$ cat config.mk
export PLATFORM = sky130hd
export DESIGN_NAME = mix_top
export DESIGN_NICKNAME = d
export VERILOG_FILES = /design/src/design/mix_pkg.sv /design/src/design/stream_if.sv /design/src/design/lane_collect.sv /design/src/design/lane_dispatch.sv /design/src/design/mix_lane.sv /design/src/design/mix_top.sv /design/src/design/pipe_regs.sv
export SDC_FILE = /design/constraint.sdc
export NUM_CORES = 1
export LEC_CHECK = 0
export ABC_AREA = 1
export BUFFER_PORTS_ARGS = -buffer_cell sky130_fd_sc_hd__clkbuf_2
export CORE_UTILIZATION = 30
export DETAILED_ROUTE_END_ITERATION = 16
export SLEW_MARGIN = 20
export SYNTH_ARGS = -nofsm -noshare
export SYNTH_HDL_FRONTEND = slang
export SYNTH_SLANG_ARGS = --single-unit
$ cat constraint.sdc
create_clock -name clk -period 5.3 [get_ports clk]
set_input_delay 1.59 -clock clk [delete_from_list [all_inputs] [get_ports clk]]
set_output_delay 1.59 -clock clk [all_outputs]
set_load 0.1 [all_outputs]
$ cat src/design/mix_pkg.sv
package mix_pkg;

    // payload width, the lanes store one extra bit for the last flag
    localparam int WORD_W = 32;

    // number of parallel mixing lanes
    localparam int NUM_LANES = 4;

    // rotate amount of the first mixing step
    localparam int MIX_ROT = 13;

    // additive constant of the second mixing step
    localparam logic [WORD_W-1:0] MIX_KEY = 32'h9e37_79b9;

    // one payload word
    typedef logic [WORD_W-1:0] word_t;

    // word plus last flag, flag in the top bit
    typedef logic [WORD_W:0] beat_t;

    // lane pointer for dispatcher and collector
    typedef logic [$clog2(NUM_LANES)-1:0] lane_idx_t;

    // skid register occupancy
    // only the output register holds data in BUSY, both in FULL
    typedef enum logic [1:0] {
        EMPTY = 2'd0,
        BUSY  = 2'd1,
        FULL  = 2'd2
    } pipe_state_e;

endpackage

$ cat src/design/stream_if.sv
`timescale 1ns/100ps

// valid/ready stream carrying one word and its end-of-packet flag
interface stream_if;

    // driven by the source
    logic           valid;
    mix_pkg::word_t data;
    logic           last;

    // driven by the sink
    logic           ready;

    // producer side
    modport source (
        output valid,
        output data,
        output last,
        input  ready
    );

    // consumer side
    modport sink (
        input  valid,
        input  data,
        input  last,
        output ready
    );

endinterface

$ cat src/design/lane_collect.sv
`timescale 1ns/100ps

module lane_collect (
    input  logic           clk,
    input  logic           rst_n,

    // one stream per lane
    stream_if.sink         i_lanes [mix_pkg::NUM_LANES],

    // output stream
    output logic           o_valid,
    input  logic           i_ready,
    output mix_pkg::word_t o_data,
    output logic           o_last
);

    mix_pkg::lane_idx_t            rd_ptr;
    logic [mix_pkg::NUM_LANES-1:0] lane_valid;
    logic [mix_pkg::NUM_LANES-1:0] lane_last;
    mix_pkg::word_t                lane_data [mix_pkg::NUM_LANES];
    logic                          accept;

    for (genvar g = 0; g < mix_pkg::NUM_LANES; g++) begin : g_lane
        // lane outputs into plain arrays for the pointer mux
        assign lane_valid[g]    = i_lanes[g].valid;
        assign lane_data[g]     = i_lanes[g].data;
        assign lane_last[g]     = i_lanes[g].last;
        // only the lane under the pointer is drained
        assign i_lanes[g].ready = i_ready && (rd_ptr == mix_pkg::lane_idx_t'(g));
    end

    // present the selected lane, other lanes wait their turn
    assign o_valid = lane_valid[rd_ptr];
    assign o_data  = lane_data[rd_ptr];
    assign o_last  = lane_last[rd_ptr];

    assign accept = o_valid && i_ready;

    // same rotation as the dispatcher keeps input order
    always_ff @(posedge clk) begin
        if (!rst_n) begin
            rd_ptr <= '0;
        end else if (accept) begin
            if (rd_ptr == mix_pkg::lane_idx_t'(mix_pkg::NUM_LANES - 1)) begin
                rd_ptr <= '0;
            end else begin
                rd_ptr <= rd_ptr + 1'b1;
            end
        end
    end

endmodule

$ cat src/design/lane_dispatch.sv
`timescale 1ns/100ps

module lane_dispatch (
    input  logic           clk,
    input  logic           rst_n,

    // input stream
    input  logic           i_valid,
    output logic           o_ready,
    input  mix_pkg::word_t i_data,
    input  logic           i_last,

    // one stream per lane
    stream_if.source       o_lanes [mix_pkg::NUM_LANES]
);

    mix_pkg::lane_idx_t            wr_ptr;
    logic [mix_pkg::NUM_LANES-1:0] lane_ready;
    logic                          accept;

    for (genvar g = 0; g < mix_pkg::NUM_LANES; g++) begin : g_lane
        // only the selected lane sees valid
        assign o_lanes[g].valid = i_valid && (wr_ptr == mix_pkg::lane_idx_t'(g));
        // payload is broadcast, unselected lanes ignore it
        assign o_lanes[g].data  = i_data;
        assign o_lanes[g].last  = i_last;
        // interface arrays need constant indices, gather ready into a vector
        assign lane_ready[g]    = o_lanes[g].ready;
    end

    // input ready follows the lane under the pointer
    assign o_ready = lane_ready[wr_ptr];
    assign accept  = i_valid && o_ready;

    // strict round robin, one step per accepted beat
    always_ff @(posedge clk) begin
        if (!rst_n) begin
            wr_ptr <= '0;
        end else if (accept) begin
            if (wr_ptr == mix_pkg::lane_idx_t'(mix_pkg::NUM_LANES - 1)) begin
                wr_ptr <= '0;
            end else begin
                wr_ptr <= wr_ptr + 1'b1;
            end
        end
    end

endmodule

$ cat src/design/mix_lane.sv
`timescale 1ns/100ps

module mix_lane (
    input  logic     clk,
    input  logic     rst_n,
    stream_if.sink   i_lane,
    stream_if.source o_lane
);

    mix_pkg::word_t rot_word;
    mix_pkg::beat_t s1_in;
    mix_pkg::beat_t s1_out;
    mix_pkg::beat_t s2_in;
    mix_pkg::beat_t s2_out;
    logic           s1_valid;
    logic           s1_ready;

    // step one, x xor rotl(x, MIX_ROT)
    assign rot_word = (i_lane.data << mix_pkg::MIX_ROT)
                    | (i_lane.data >> (mix_pkg::WORD_W - mix_pkg::MIX_ROT));
    assign s1_in    = {i_lane.last, i_lane.data ^ rot_word};

    pipe_regs #(
        .DATA_WIDTH ($bits(mix_pkg::beat_t))
    ) i_stage1 (
        .clk     (clk),
        .rst_n   (rst_n),
        .i_valid (i_lane.valid),
        .i_ready (i_lane.ready),
        .o_valid (s1_valid),
        .o_ready (s1_ready),
        .i_data  (s1_in),
        .o_data  (s1_out)
    );

    // step two, add the key modulo 2^32
    // last flag in the top bit passes untouched
    assign s2_in = {s1_out[mix_pkg::WORD_W],
                    s1_out[mix_pkg::WORD_W-1:0] + mix_pkg::MIX_KEY};

    pipe_regs #(
        .DATA_WIDTH ($bits(mix_pkg::beat_t))
    ) i_stage2 (
        .clk     (clk),
        .rst_n   (rst_n),
        .i_valid (s1_valid),
        .i_ready (s1_ready),
        .o_valid (o_lane.valid),
        .o_ready (o_lane.ready),
        .i_data  (s2_in),
        .o_data  (s2_out)
    );

    // split the beat back into word and flag
    assign o_lane.data = s2_out[mix_pkg::WORD_W-1:0];
    assign o_lane.last = s2_out[mix_pkg::WORD_W];

endmodule

$ cat src/design/mix_top.sv
`timescale 1ns/100ps

module mix_top (
    input  logic           clk,
    input  logic           rst_n,

    // input stream
    input  logic           i_valid,
    output logic           o_ready,
    input  mix_pkg::word_t i_data,
    input  logic           i_last,

    // output stream
    output logic           o_valid,
    input  logic           i_ready,
    output mix_pkg::word_t o_data,
    output logic           o_last
);

    // dispatcher to lanes
    stream_if lane_in  [mix_pkg::NUM_LANES] ();
    // lanes to collector
    stream_if lane_out [mix_pkg::NUM_LANES] ();

    lane_dispatch i_dispatch (
        .clk     (clk),
        .rst_n   (rst_n),
        .i_valid (i_valid),
        .o_ready (o_ready),
        .i_data  (i_data),
        .i_last  (i_last),
        .o_lanes (lane_in)
    );

    for (genvar g = 0; g < mix_pkg::NUM_LANES; g++) begin : g_lane
        mix_lane i_lane (
            .clk    (clk),
            .rst_n  (rst_n),
            .i_lane (lane_in[g]),
            .o_lane (lane_out[g])
        );
    end

    lane_collect i_collect (
        .clk     (clk),
        .rst_n   (rst_n),
        .i_lanes (lane_out),
        .o_valid (o_valid),
        .i_ready (i_ready),
        .o_data  (o_data),
        .o_last  (o_last)
    );

endmodule

$ cat src/design/pipe_regs.sv
`timescale 1ns/100ps

module pipe_regs #(
    parameter int DATA_WIDTH = 32
) (
    input  logic                  clk,
    input  logic                  rst_n,

    // handshake
    input  logic                  i_valid,
    output logic                  i_ready,
    output logic                  o_valid,
    input  logic                  o_ready,

    // payload
    input  logic [DATA_WIDTH-1:0] i_data,
    output logic [DATA_WIDTH-1:0] o_data
);

    mix_pkg::pipe_state_e  state;
    mix_pkg::pipe_state_e  state_next;

    logic [DATA_WIDTH-1:0] skid_data;
    logic [DATA_WIDTH-1:0] sel_data;
    logic                  out_wren;
    logic                  skid_wren;
    logic                  use_skid;

    logic                  insert;
    logic                  remove;
    logic                  load;
    logic                  flow;
    logic                  fill;
    logic                  flush;
    logic                  unload;

    // beat enters or leaves on this edge
    assign insert = i_valid && i_ready;
    assign remove = o_valid && o_ready;

    // empty datapath takes a beat into the output register
    assign load   = (state == mix_pkg::EMPTY) && insert && !remove;
    // output register replaced while its old beat leaves
    assign flow   = (state == mix_pkg::BUSY) && insert && remove;
    // output stalled, the late beat goes into the skid buffer
    assign fill   = (state == mix_pkg::BUSY) && insert && !remove;
    // skid buffer moves forward as the output drains
    assign flush  = (state == mix_pkg::FULL) && !insert && remove;
    // last beat leaves, nothing behind it
    assign unload = (state == mix_pkg::BUSY) && !insert && remove;

    always_comb begin
        state_next = state;
        if (load || flow || flush) begin
            state_next = mix_pkg::BUSY;
        end
        if (fill) begin
            state_next = mix_pkg::FULL;
        end
        if (unload) begin
            state_next = mix_pkg::EMPTY;
        end
    end

    // register write enables and the output mux select
    assign out_wren  = load || flow || flush;
    assign skid_wren = fill;
    assign use_skid  = flush;

    assign sel_data = use_skid ? skid_data : i_data;

    always_ff @(posedge clk) begin
        if (!rst_n) begin
            state <= mix_pkg::EMPTY;
        end else begin
            state <= state_next;
        end
    end

    // ready and valid come straight from the next state
    always_ff @(posedge clk) begin
        if (!rst_n) begin
            i_ready <= 1'b1;
            o_valid <= 1'b0;
        end else begin
            i_ready <= (state_next != mix_pkg::FULL);
            o_valid <= (state_next != mix_pkg::EMPTY);
        end
    end

    // skid buffer
    always_ff @(posedge clk) begin
        if (skid_wren) begin
            skid_data <= i_data;
        end
    end

    // output register
    always_ff @(posedge clk) begin
        if (out_wren) begin
            o_data <= sel_data;
        end
    end

endmodule

==> key figures, run 1 <==
Run status
  – Outcome: finished clean

Layout
  – # diodes: 0
  – Area delta synth->final: 13.2%
  – Ratio of cells with drive above 1 in the final layout: 14.8%
  – Final net count: 2,878
  – Commonest non-fill, non-tap cell in the layout: nand2_1
  – Commonest non-fill, non-tap cells in the layout: nand2_1, edfxtp_1, nor2_1, inv_1, nand3_1
  – Post-layout instance area: 31,300 sq um
  – Layout Cells excl Fill: 4,052
  – Post-layout util: 34.5%
  – Layout filler cell count: 9,053

Global route
  – Initial antenna violation count: 2
  – Largest net degree at the start of global routing: 41
  – Grt ovf: 0
  – All-Layer GR Usage: 17.6%
  – First-pass GRT wire length: 122,000 um
  – Via count of the first global-routing pass: 18,100

CTS
  – Worst skew pair latency: 0.62 ns
  – Clk sink count: 564
  – CTS root buffer: clkbuf_16
  – Clock Tree Buf Depth: 3
  – CTS tree: yes
  – Clock transition at path regs: 0.06 ns
  – Post-cts resize count: 0
  – H-tree Lvls: 2
  – Hold Buf Count CTS: 0
  – CTS Buf Count: 57
  – Post-CTS Setup Bufs: 0

Timing
  – Slew Limit Headroom: 27.7%
  – # setup viols final: 0
  – Fmax achieved: 218 MHz
  – Pins over their slew limit: 0
  – Setup TNS Final: 0 ns
  – Final Cycle Share: 86.4%
  – Hold Vio Cnt, Final: 0
  – Min cycle time layout: 4.58 ns
  – Final hold slack: 0.490 ns
  – Slew at the pin closest to its max-slew limit: 1.08 ns
  – Final Skew: 0.0201 ns
  – Unrepaired setup endpoints after global routing: no
  – Worst Setup Slack, final: 0.720 ns

Synth
  – FF+latch count, synth: 564
  – Primary FF master, synth: edfxtp_1
  – Post-synthesis compound-gate area fraction: 4.17%
  – Synth Warn #: 0
  – Post-Synth Simple-Gate Area: 22.6%
  – Ys async rst share: 0%
  – Synthesized Nets: 2,784
  – Synth Area in XOR/XNOR: 2.87%
  – Multiplexer share of the synthesized area: 5.38%
  – Unique masters post-synth: 45
  – Fraction of the yosys area taken by sequential cells: 60.0%
  – Avg Inst Size Synth: 10.1 sq um
  – Post-synth EDFFs: 528
  – Largest family of logic cells by synthesized area: simple AND/OR/NAND/NOR gates
  – Cell Area, Synth: 27,600 sq um
  – Synth Instances: 2,735
  – Post-synthesis adder-cell area fraction: 0.543%

Power
  – Max VDD drop: 0.000218 V
  – P_leak: 12.0 nW
  – Total power: 11.8 mW
  – Cell Pwr Density: 376 nW/um^2

Setup path
  – Setup crit start kind: flip-flop
  – Origin of the critical flop-to-flop path: i_collect.rd_ptr[1]
  – CP Class: flip-flop to output pin
  – Reg2reg end: g_lane[0].i_lane.i_stage2.i_ready
  – Reg2Reg Setup Slack: 1.57 ns
  – Max Fanout on Critical Path: 37
  – FF-to-FF path depth: 12
  – Worst Path Required: 3.71 ns
  – Data arrival, critical path: 2.99 ns
  – CP endpoint kind: output pin

Run
  – Max_cap viols: 0

Place
  – Placed cells: 3,946
  – Pre-CTS setup slack: 1.37 ns
  – IO Port Bufs: 71
  – Post-DP HPWL: 63,600 um
  – Post-place instance area: 29,400 sq um
  – Final GP Congestion: 0.954

Routing
  – Wirelength, routed: 83,200 um
  – Drt drc: 0
  – DR vias: 19,400
  – Post-route ant nets: 0
  – Number of DRC markers in iteration 0: 1,954
  – Via density: 4.79
  – Average wire per standard cell: 20.5 um
  – 1st-pass router iterations: 5

Floorplanning
  – Ports: 72
  – Die area: 93,400 sq um
  – Total core area: 90,700 sq um
  – Cell row count: 110
  – Chip Width: 306 um
  – Die span in y: 306 um
  – Initial Util: 30.5%

Worst hold path
  – Hold Path End: g_lane[0].i_lane.i_stage2.skid_data[32]
  – Number of cells on the worst hold path: 0
  – HP Class: flip-flop to flip-flop
  – Hold Path Origin: g_lane[0].i_lane.i_stage1.o_data[32]
cell families (layout without fill, tap and decap cells):
group                      count (synthesis)  count (layout)
and+or+nand+nor                         1436            1436
adders and majority gates                 12              12
AOI/OAI and AO/OA                        212             212
muxes                                    132             132
DFF                                      564             564
buffers and inverters                    292             433
xor gates and xnor gates                  87              87
layer usage:
| layer | track usage (%) | routed length [um] | vias to the layer above |
|---|---|---|---|
| li1 | - | - | 9420 |
| met1 | 27.8 | 41700 | 9206 |
| met2 | 24.1 | 33000 | 688 |
| met3 | 2.35 | 6030 | 95 |
| met4 | 5.89 | 2540 | 2 |
| met5 | 0 | 12 | - |
report_power, final:
group / switching, mW / internal [mW]
logic: 1.87 / 0.479
clock network: 1.71 / 2.25
registers: 0.226 / 5.23
area by class of cell:
class                   instances  area (sq um)  area share [%]
flip-flops and latches        564         16600            53.0
multi-input cells            1879          9980            31.9
clock buffers                  69          1520            4.87
well taps                    1176          1470            4.70
inverters                     226           848            2.71
repair buffers                101           581            1.85
clock inverters                37           318            1.02
state kept, by name, summed over array words and instances, names as in the netlist, 4 cells and up:
| name | count |
|---|---|
| g_lane.i_lane.i_stage1.o_data | 132 |
| g_lane.i_lane.i_stage1.skid_data | 132 |
| g_lane.i_lane.i_stage2.o_data | 132 |
| g_lane.i_lane.i_stage2.skid_data | 132 |
| g_lane.i_lane.i_stage1.state | 8 |
| g_lane.i_lane.i_stage2.state | 8 |
| g_lane.i_lane.i_stage1.i_ready | 4 |
| g_lane.i_lane.i_stage1.o_valid | 4 |
| g_lane.i_lane.i_stage2.i_ready | 4 |
| g_lane.i_lane.i_stage2.o_valid | 4 |
critical path: stages (launching register included):
cell and delay (ns):
dfxtp_1 0.30, buf_4 0.24, inv_1 0.77, o21ai_0 0.28, o22ai_1 0.27, clkbuf_2 0.51
synthesized netlist by cell type, types with 12 or more instances:
cell,instances,area share [%]
nand2_1,788,11
edfxtp_1,528,57
nor2_1,263,3.6
inv_1,209,2.8
nand3_1,194,3.5
mux2_2,129,5.3
o21ai_0,94,1.7
xor2_1,78,2.5
and2_1,70,1.6
a21oi_1,50,0.91
dfxtp_1,36,2.6
o22ai_1,34,0.77
clkbuf_1,25,0.34
nor3_1,23,0.42
nor2_2,22,0.50
nand4_1,21,0.48
nand2_2,17,0.38
buf_2,16,0.29
inv_2,16,0.22
nand3b_1,14,0.38
buf_6,12,0.49
ha_1,12,0.54
worst max-delay path by stage:
stage / endpoint / start
global placement: g_lane[0].i_lane.i_stage2.i_ready / i_ready
finish: o_data[0] / i_collect.rd_ptr[1]
detailed placement: g_lane[0].i_lane.i_stage2.i_ready / i_ready
CTS: o_data[0] / i_collect.rd_ptr[1]
global route: o_data[4] / i_collect.rd_ptr[1]
floorplan: g_lane[3].i_lane.i_stage1.o_valid / i_valid
No activity file was read; power rests on OpenSTA's default activity.
==> run 2, diff against run 1 <==
--- a/config.mk
+++ b/config.mk
@@ -6,9 +6,10 @@
 export NUM_CORES = 1
 export LEC_CHECK = 0
 export ABC_AREA = 1
-export BUFFER_PORTS_ARGS = -buffer_cell sky130_fd_sc_hd__clkbuf_2
+export BUFFER_PORTS_ARGS = -buffer_cell sky130_fd_sc_hd__buf_4
 export CORE_UTILIZATION = 30
 export DETAILED_ROUTE_END_ITERATION = 16
+export REMOVE_ABC_BUFFERS = 1
 export SLEW_MARGIN = 20
 export SYNTH_ARGS = -nofsm -noshare
 export SYNTH_HDL_FRONTEND = slang
==> key figures, run 2 (synthesized netlist as in run 1, its figures left out) <==
Run
  – Max_cap viols: 0

CTS
  – Clock transition at path regs: 0.06 ns
  – Post-CTS Setup Bufs: 0
  – Clk sink count: 564
  – Hold Buf Count CTS: 0
  – H-tree Lvls: 2
  – CTS Buf Count: 60
  – CTS tree: yes
  – CTS root buffer: clkbuf_16
  – Clock Tree Buf Depth: 3
  – Worst skew pair latency: 0.63 ns
  – Post-cts resize count: 0

Setup path
  – Slowest CP cell: buf_4
  – CP Class: flip-flop to output pin
  – CP Cell Sequence: buf_4 -> o21ai_0 -> o22ai_1 -> buf_4
  – Setup crit start kind: flip-flop
  – Worst Path Buf+Inv: 2
  – CP top delay family: buffers and inverters
  – Crit path top cell by count: buf_4
  – Crit-path max cell delay: 0.57 ns
  – CP endpoint kind: output pin
  – Max Fanout on Critical Path: 71
  – Data arrival, critical path: 2.64 ns
  – Worst Path Required: 3.71 ns

Floorplanning
  – Ports: 72
  – Cell row count: 110
  – Initial Util: 30.5%
  – Total core area: 90,700 sq um
  – Die span in y: 306 um
  – Chip Width: 306 um
  – Die area: 93,400 sq um

Layout
  – Ratio of cells with drive above 1 in the final layout: 15.0%
  – Layout Cells excl Fill: 4,072
  – Post-layout util: 34.9%
  – Post-layout instance area: 31,700 sq um
  – Area delta synth->final: 14.6%
  – Commonest non-fill, non-tap cell in the layout: nand2_1
  – Commonest non-fill, non-tap cells in the layout: nand2_1, edfxtp_1, nor2_1, inv_1, nand3_1
  – Final net count: 2,894

Global route
  – Global-route layer with the greatest usage: met1
  – Largest net degree at the start of global routing: 72
  – Initial antenna violation count: 1
  – Grt ovf: 0
  – All-Layer GR Usage: 17.9%
  – Via count of the first global-routing pass: 18,200
  – Met2 Use GR: 24.9%
  – First-pass GRT wire length: 123,000 um
  – Grt met3 use: 2.96%
  – Routing usage on met1: 28.0%

Routing
  – DR vias: 19,700
  – 1st-pass router iterations: 6
  – Drt drc: 0
  – Number of DRC markers in iteration 0: 2,370
  – Average wire per standard cell: 20.7 um
  – Via density: 4.85
  – Wirelength, routed: 84,500 um
  – Post-route ant nets: 0

Place
  – IO Port Bufs: 71
  – Post-place instance area: 29,700 sq um
  – Final GP Congestion: 0.925
  – Placed cells: 3,959
  – Post-DP HPWL: 63,200 um

Timing
  – Slew Limit Headroom: 19.8%
  – Pins over their slew limit: 0
  – Unrepaired setup endpoints after global routing: no
  – Setup TNS Final: 0 ns
  – Fmax achieved: 236 MHz
  – # setup viols final: 0
  – Final Cycle Share: 79.9%
  – Hold Vio Cnt, Final: 0
  – Final Skew: 0.0176 ns
  – Min cycle time layout: 4.23 ns
  – Slew at the pin closest to its max-slew limit: 1.20 ns

Worst hold path
  – HP Class: flip-flop to flip-flop

Power
  – P_leak: 12.1 nW
  – Max VDD drop: 0.000279 V
  – Cell Pwr Density: 383 nW/um^2
  – Total power: 12.1 mW

Run status
  – Outcome: finished clean
==> run 2: final cells by class <==
class / instances / area (sq um)
fill: 9022 / 59000
sequential: 564 / 16600
multi-input combinational: 1879 / 9930
clock buffer: 71 / 1540
tap: 1176 / 1470
timing repair buffer: 114 / 856
inverter: 226 / 851
clock inverter: 41 / 443
antenna: 1 / 2.50
==> run 2: path summary, 6_finish.rpt <==
kind | from | to | slack [ns] | depth (start not counted)
min | g_lane[3].i_lane.i_stage1.o_data[32] | g_lane[3].i_lane.i_stage2.skid_data[32] | 0.45 | 0
min reg2reg | g_lane[3].i_lane.i_stage1.o_data[32] | g_lane[3].i_lane.i_stage2.skid_data[32] | 0.45 | 0
max reg2reg | i_collect.rd_ptr[0] | g_lane[3].i_lane.i_stage2.o_data[0] | 2.28 | 8
max | i_collect.rd_ptr[0] | o_data[28] | 1.07 | 4
==> run 2: report_power, final <==
group          switching [mW]  total [mW]  internal (mW)  leakage (nW)
sequential              0.198        5.43           5.23          5.07
clock                    1.76        4.23           2.47         0.958
combinational            1.92        2.48          0.563          6.10
==> run 2: routing by layer <==
metal	up-vias	share of wire, %
met5	-	0
met4	0	2.6
met2	816	40
met3	94	7.9
met1	9364	50
li1	9460	-
==> run 2: stage by stage <==
stage / hold WS (ns) / setup slack [ns]
2_1_floorplan: 0.427 / -0.0680
3_3_place_gp: 0.431 / 1.63
3_5_place_dp: 0.435 / 1.69
4_1_cts: 0.451 / 1.02
5_1_grt: 0.458 / 0.888
6_report: 0.451 / 1.07
==> run 3, diff against run 2 <==
==> constraint.sdc (replaced) <==
create_clock -name clk -period 4.3 [get_ports clk]
set_input_delay 1.29 -clock clk [delete_from_list [all_inputs] [get_ports clk]]
set_output_delay 1.29 -clock clk [all_outputs]
set_load 0.1 [all_outputs]
==> key figures, run 3 (synthesized netlist as in run 1, its figures left out) <==
Setup path
  – Crit path top cell by count: buf_4
  – Setup crit start kind: flip-flop
  – Max Fanout on Critical Path: 21
  – Crit path capture: o_data[18]
  – Reg2Reg Setup Slack: 1.21 ns
  – Slowest CP cell: dfxtp_1
  – Origin of the critical flop-to-flop path: i_collect.rd_ptr[1]
  – Reg2reg end: g_lane[1].i_lane.i_stage2.o_data[13]
  – CP Class: flip-flop to output pin
  – Worst Path Required: 3.01 ns
  – Worst Setup SP: i_collect.rd_ptr[1]
  – FF-to-FF path depth: 8
  – Data arrival, critical path: 2.65 ns
  – CP endpoint kind: output pin
  – CP Cell Sequence: buf_4 -> o21ai_0 -> o22ai_1 -> buf_4
  – Crit-path max cell delay: 0.97 ns

Power
  – Cell Pwr Density: 468 nW/um^2
  – Max VDD drop: 0.000283 V
  – Total power: 14.8 mW
  – P_leak: 12.1 nW

Timing
  – Slew Limit Headroom: 23.2%
  – Unrepaired setup endpoints after global routing: no
  – Fmax achieved: 254 MHz
  – Final Cycle Share: 91.7%
  – Hold Vio Cnt, Final: 0
  – # setup viols final: 0
  – Pins over their slew limit: 0
  – Slew at the pin closest to its max-slew limit: 1.15 ns
  – Setup TNS Final: 0 ns
  – Final Skew: 0.0439 ns
  – Worst Setup Slack, final: 0.356 ns
  – Min cycle time layout: 3.94 ns

CTS
  – Worst skew pair latency: 0.63 ns
  – Clock Tree Buf Depth: 3
  – Clk sink count: 564
  – CTS tree: yes
  – CTS Buf Count: 59
  – Post-cts resize count: 0
  – CTS root buffer: clkbuf_16
  – Post-CTS Setup Bufs: 0
  – Clock transition at path regs: 0.06 ns
  – Hold Buf Count CTS: 0
  – H-tree Lvls: 2

Floorplanning
  – Die area: 93,400 sq um
  – Chip Width: 306 um
  – Cell row count: 110
  – Total core area: 90,700 sq um
  – Ports: 72
  – Initial Util: 30.5%
  – Die span in y: 306 um

Layout
  – Final net count: 2,903
  – # diodes: 0
  – Area delta synth->final: 14.5%
  – Post-layout instance area: 31,700 sq um
  – Ratio of cells with drive above 1 in the final layout: 15.1%
  – Commonest non-fill, non-tap cell in the layout: nand2_1
  – Layout Cells excl Fill: 4,077
  – Commonest non-fill, non-tap cells in the layout: nand2_1, edfxtp_1, nor2_1, inv_1, nand3_1

Global route
  – First-pass GRT wire length: 124,000 um
  – All-Layer GR Usage: 18.1%
  – Initial antenna violation count: 2
  – Grt ovf: 0
  – Via count of the first global-routing pass: 18,200
  – Largest net degree at the start of global routing: 72

Routing
  – Wirelength, routed: 85,500 um
  – Via density: 4.82
  – Drt drc: 0
  – 1st-pass router iterations: 5
  – Average wire per standard cell: 21.0 um
  – Number of DRC markers in iteration 0: 2,414
  – DR vias: 19,600
  – Post-route ant nets: 0

Place
  – Placed cells: 3,969
  – IO Port Bufs: 71
  – Post-place instance area: 29,700 sq um
  – Pre-CTS setup slack: 1.07 ns
  – Post-DP HPWL: 64,200 um
  – Final GP Congestion: 0.913

Run
  – Max_cap viols: 0

Run status
  – Outcome: finished clean

Worst hold path
  – HP Class: flip-flop to flip-flop
==> run 3: cell types whose count changed in the layout (fill, tap and decap cells not counted), sizes merged <==
cell	before	now
diode	1	0
clkinv	25	16
clkinvlp	6	7
clkbuf	71	79
bufinv	8	4
buf	114	124
==> run 3: per-stage QoR <==
stage | utilization [%] | hold slack [ns]
2_1_floorplan | - | 0.427
3_3_place_gp | 32.8 | 0.431
3_5_place_dp | 32.8 | 0.441
4_1_cts | 34.9 | 0.453
5_1_grt | 34.9 | 0.464
6_report | 34.9 | 0.452
==> run 3: worst min-delay path by stage <==
stage                                         start                                 endpoint  slack [ns]  cells past startpoint
5_1_grt        g_lane[0].i_lane.i_stage1.o_data[32]  g_lane[0].i_lane.i_stage2.skid_data[32]        0.46                      0
4_1_cts        g_lane[0].i_lane.i_stage1.o_data[32]  g_lane[0].i_lane.i_stage2.skid_data[32]        0.45                      0
2_1_floorplan  g_lane[0].i_lane.i_stage1.o_data[32]  g_lane[0].i_lane.i_stage2.skid_data[32]        0.43                      0
3_3_place_gp   g_lane[0].i_lane.i_stage1.o_data[32]  g_lane[0].i_lane.i_stage2.skid_data[32]        0.43                      0
6_report       g_lane[3].i_lane.i_stage1.o_data[32]  g_lane[3].i_lane.i_stage2.skid_data[32]        0.45                      0
3_5_place_dp   g_lane[2].i_lane.i_stage1.o_data[32]  g_lane[2].i_lane.i_stage2.skid_data[32]        0.44                      0
==> run 3: area by class of cell <==
type	count	area, sq um
timing repair buffer	124	931
clock inverter	29	307
inverter	226	848
fill	9010	59000
tap	1176	1470
sequential	564	16600
clock buffer	79	1620
multi-input combinational	1879	9900
==> run 3: power breakdown <==
part           internal, mW  switching (mW)
combinational         0.704            2.32
clock                  2.90            2.17
sequential             6.45           0.263
==> run 3: routing by layer <==
layer | part of all wire, % | wire (um) | global-route usage [%] | vias up
met5 | 0 | 0 | 0 | -
met4 | 1.8 | 1550 | 4.11 | 0
met3 | 7.5 | 6380 | 2.57 | 71
met2 | 40 | 34100 | 24.8 | 732
met1 | 51 | 43400 | 29.4 | 9361
li1 | - | - | - | 9480
==> run 3: worst max-delay path: cells and delay by family (launching register included) <==
kind                   cells  cell delay [ns]
buffers and inverters      2             0.65
flip-flops                 1             0.97
AO/OA/AOI/OAI              2             0.38
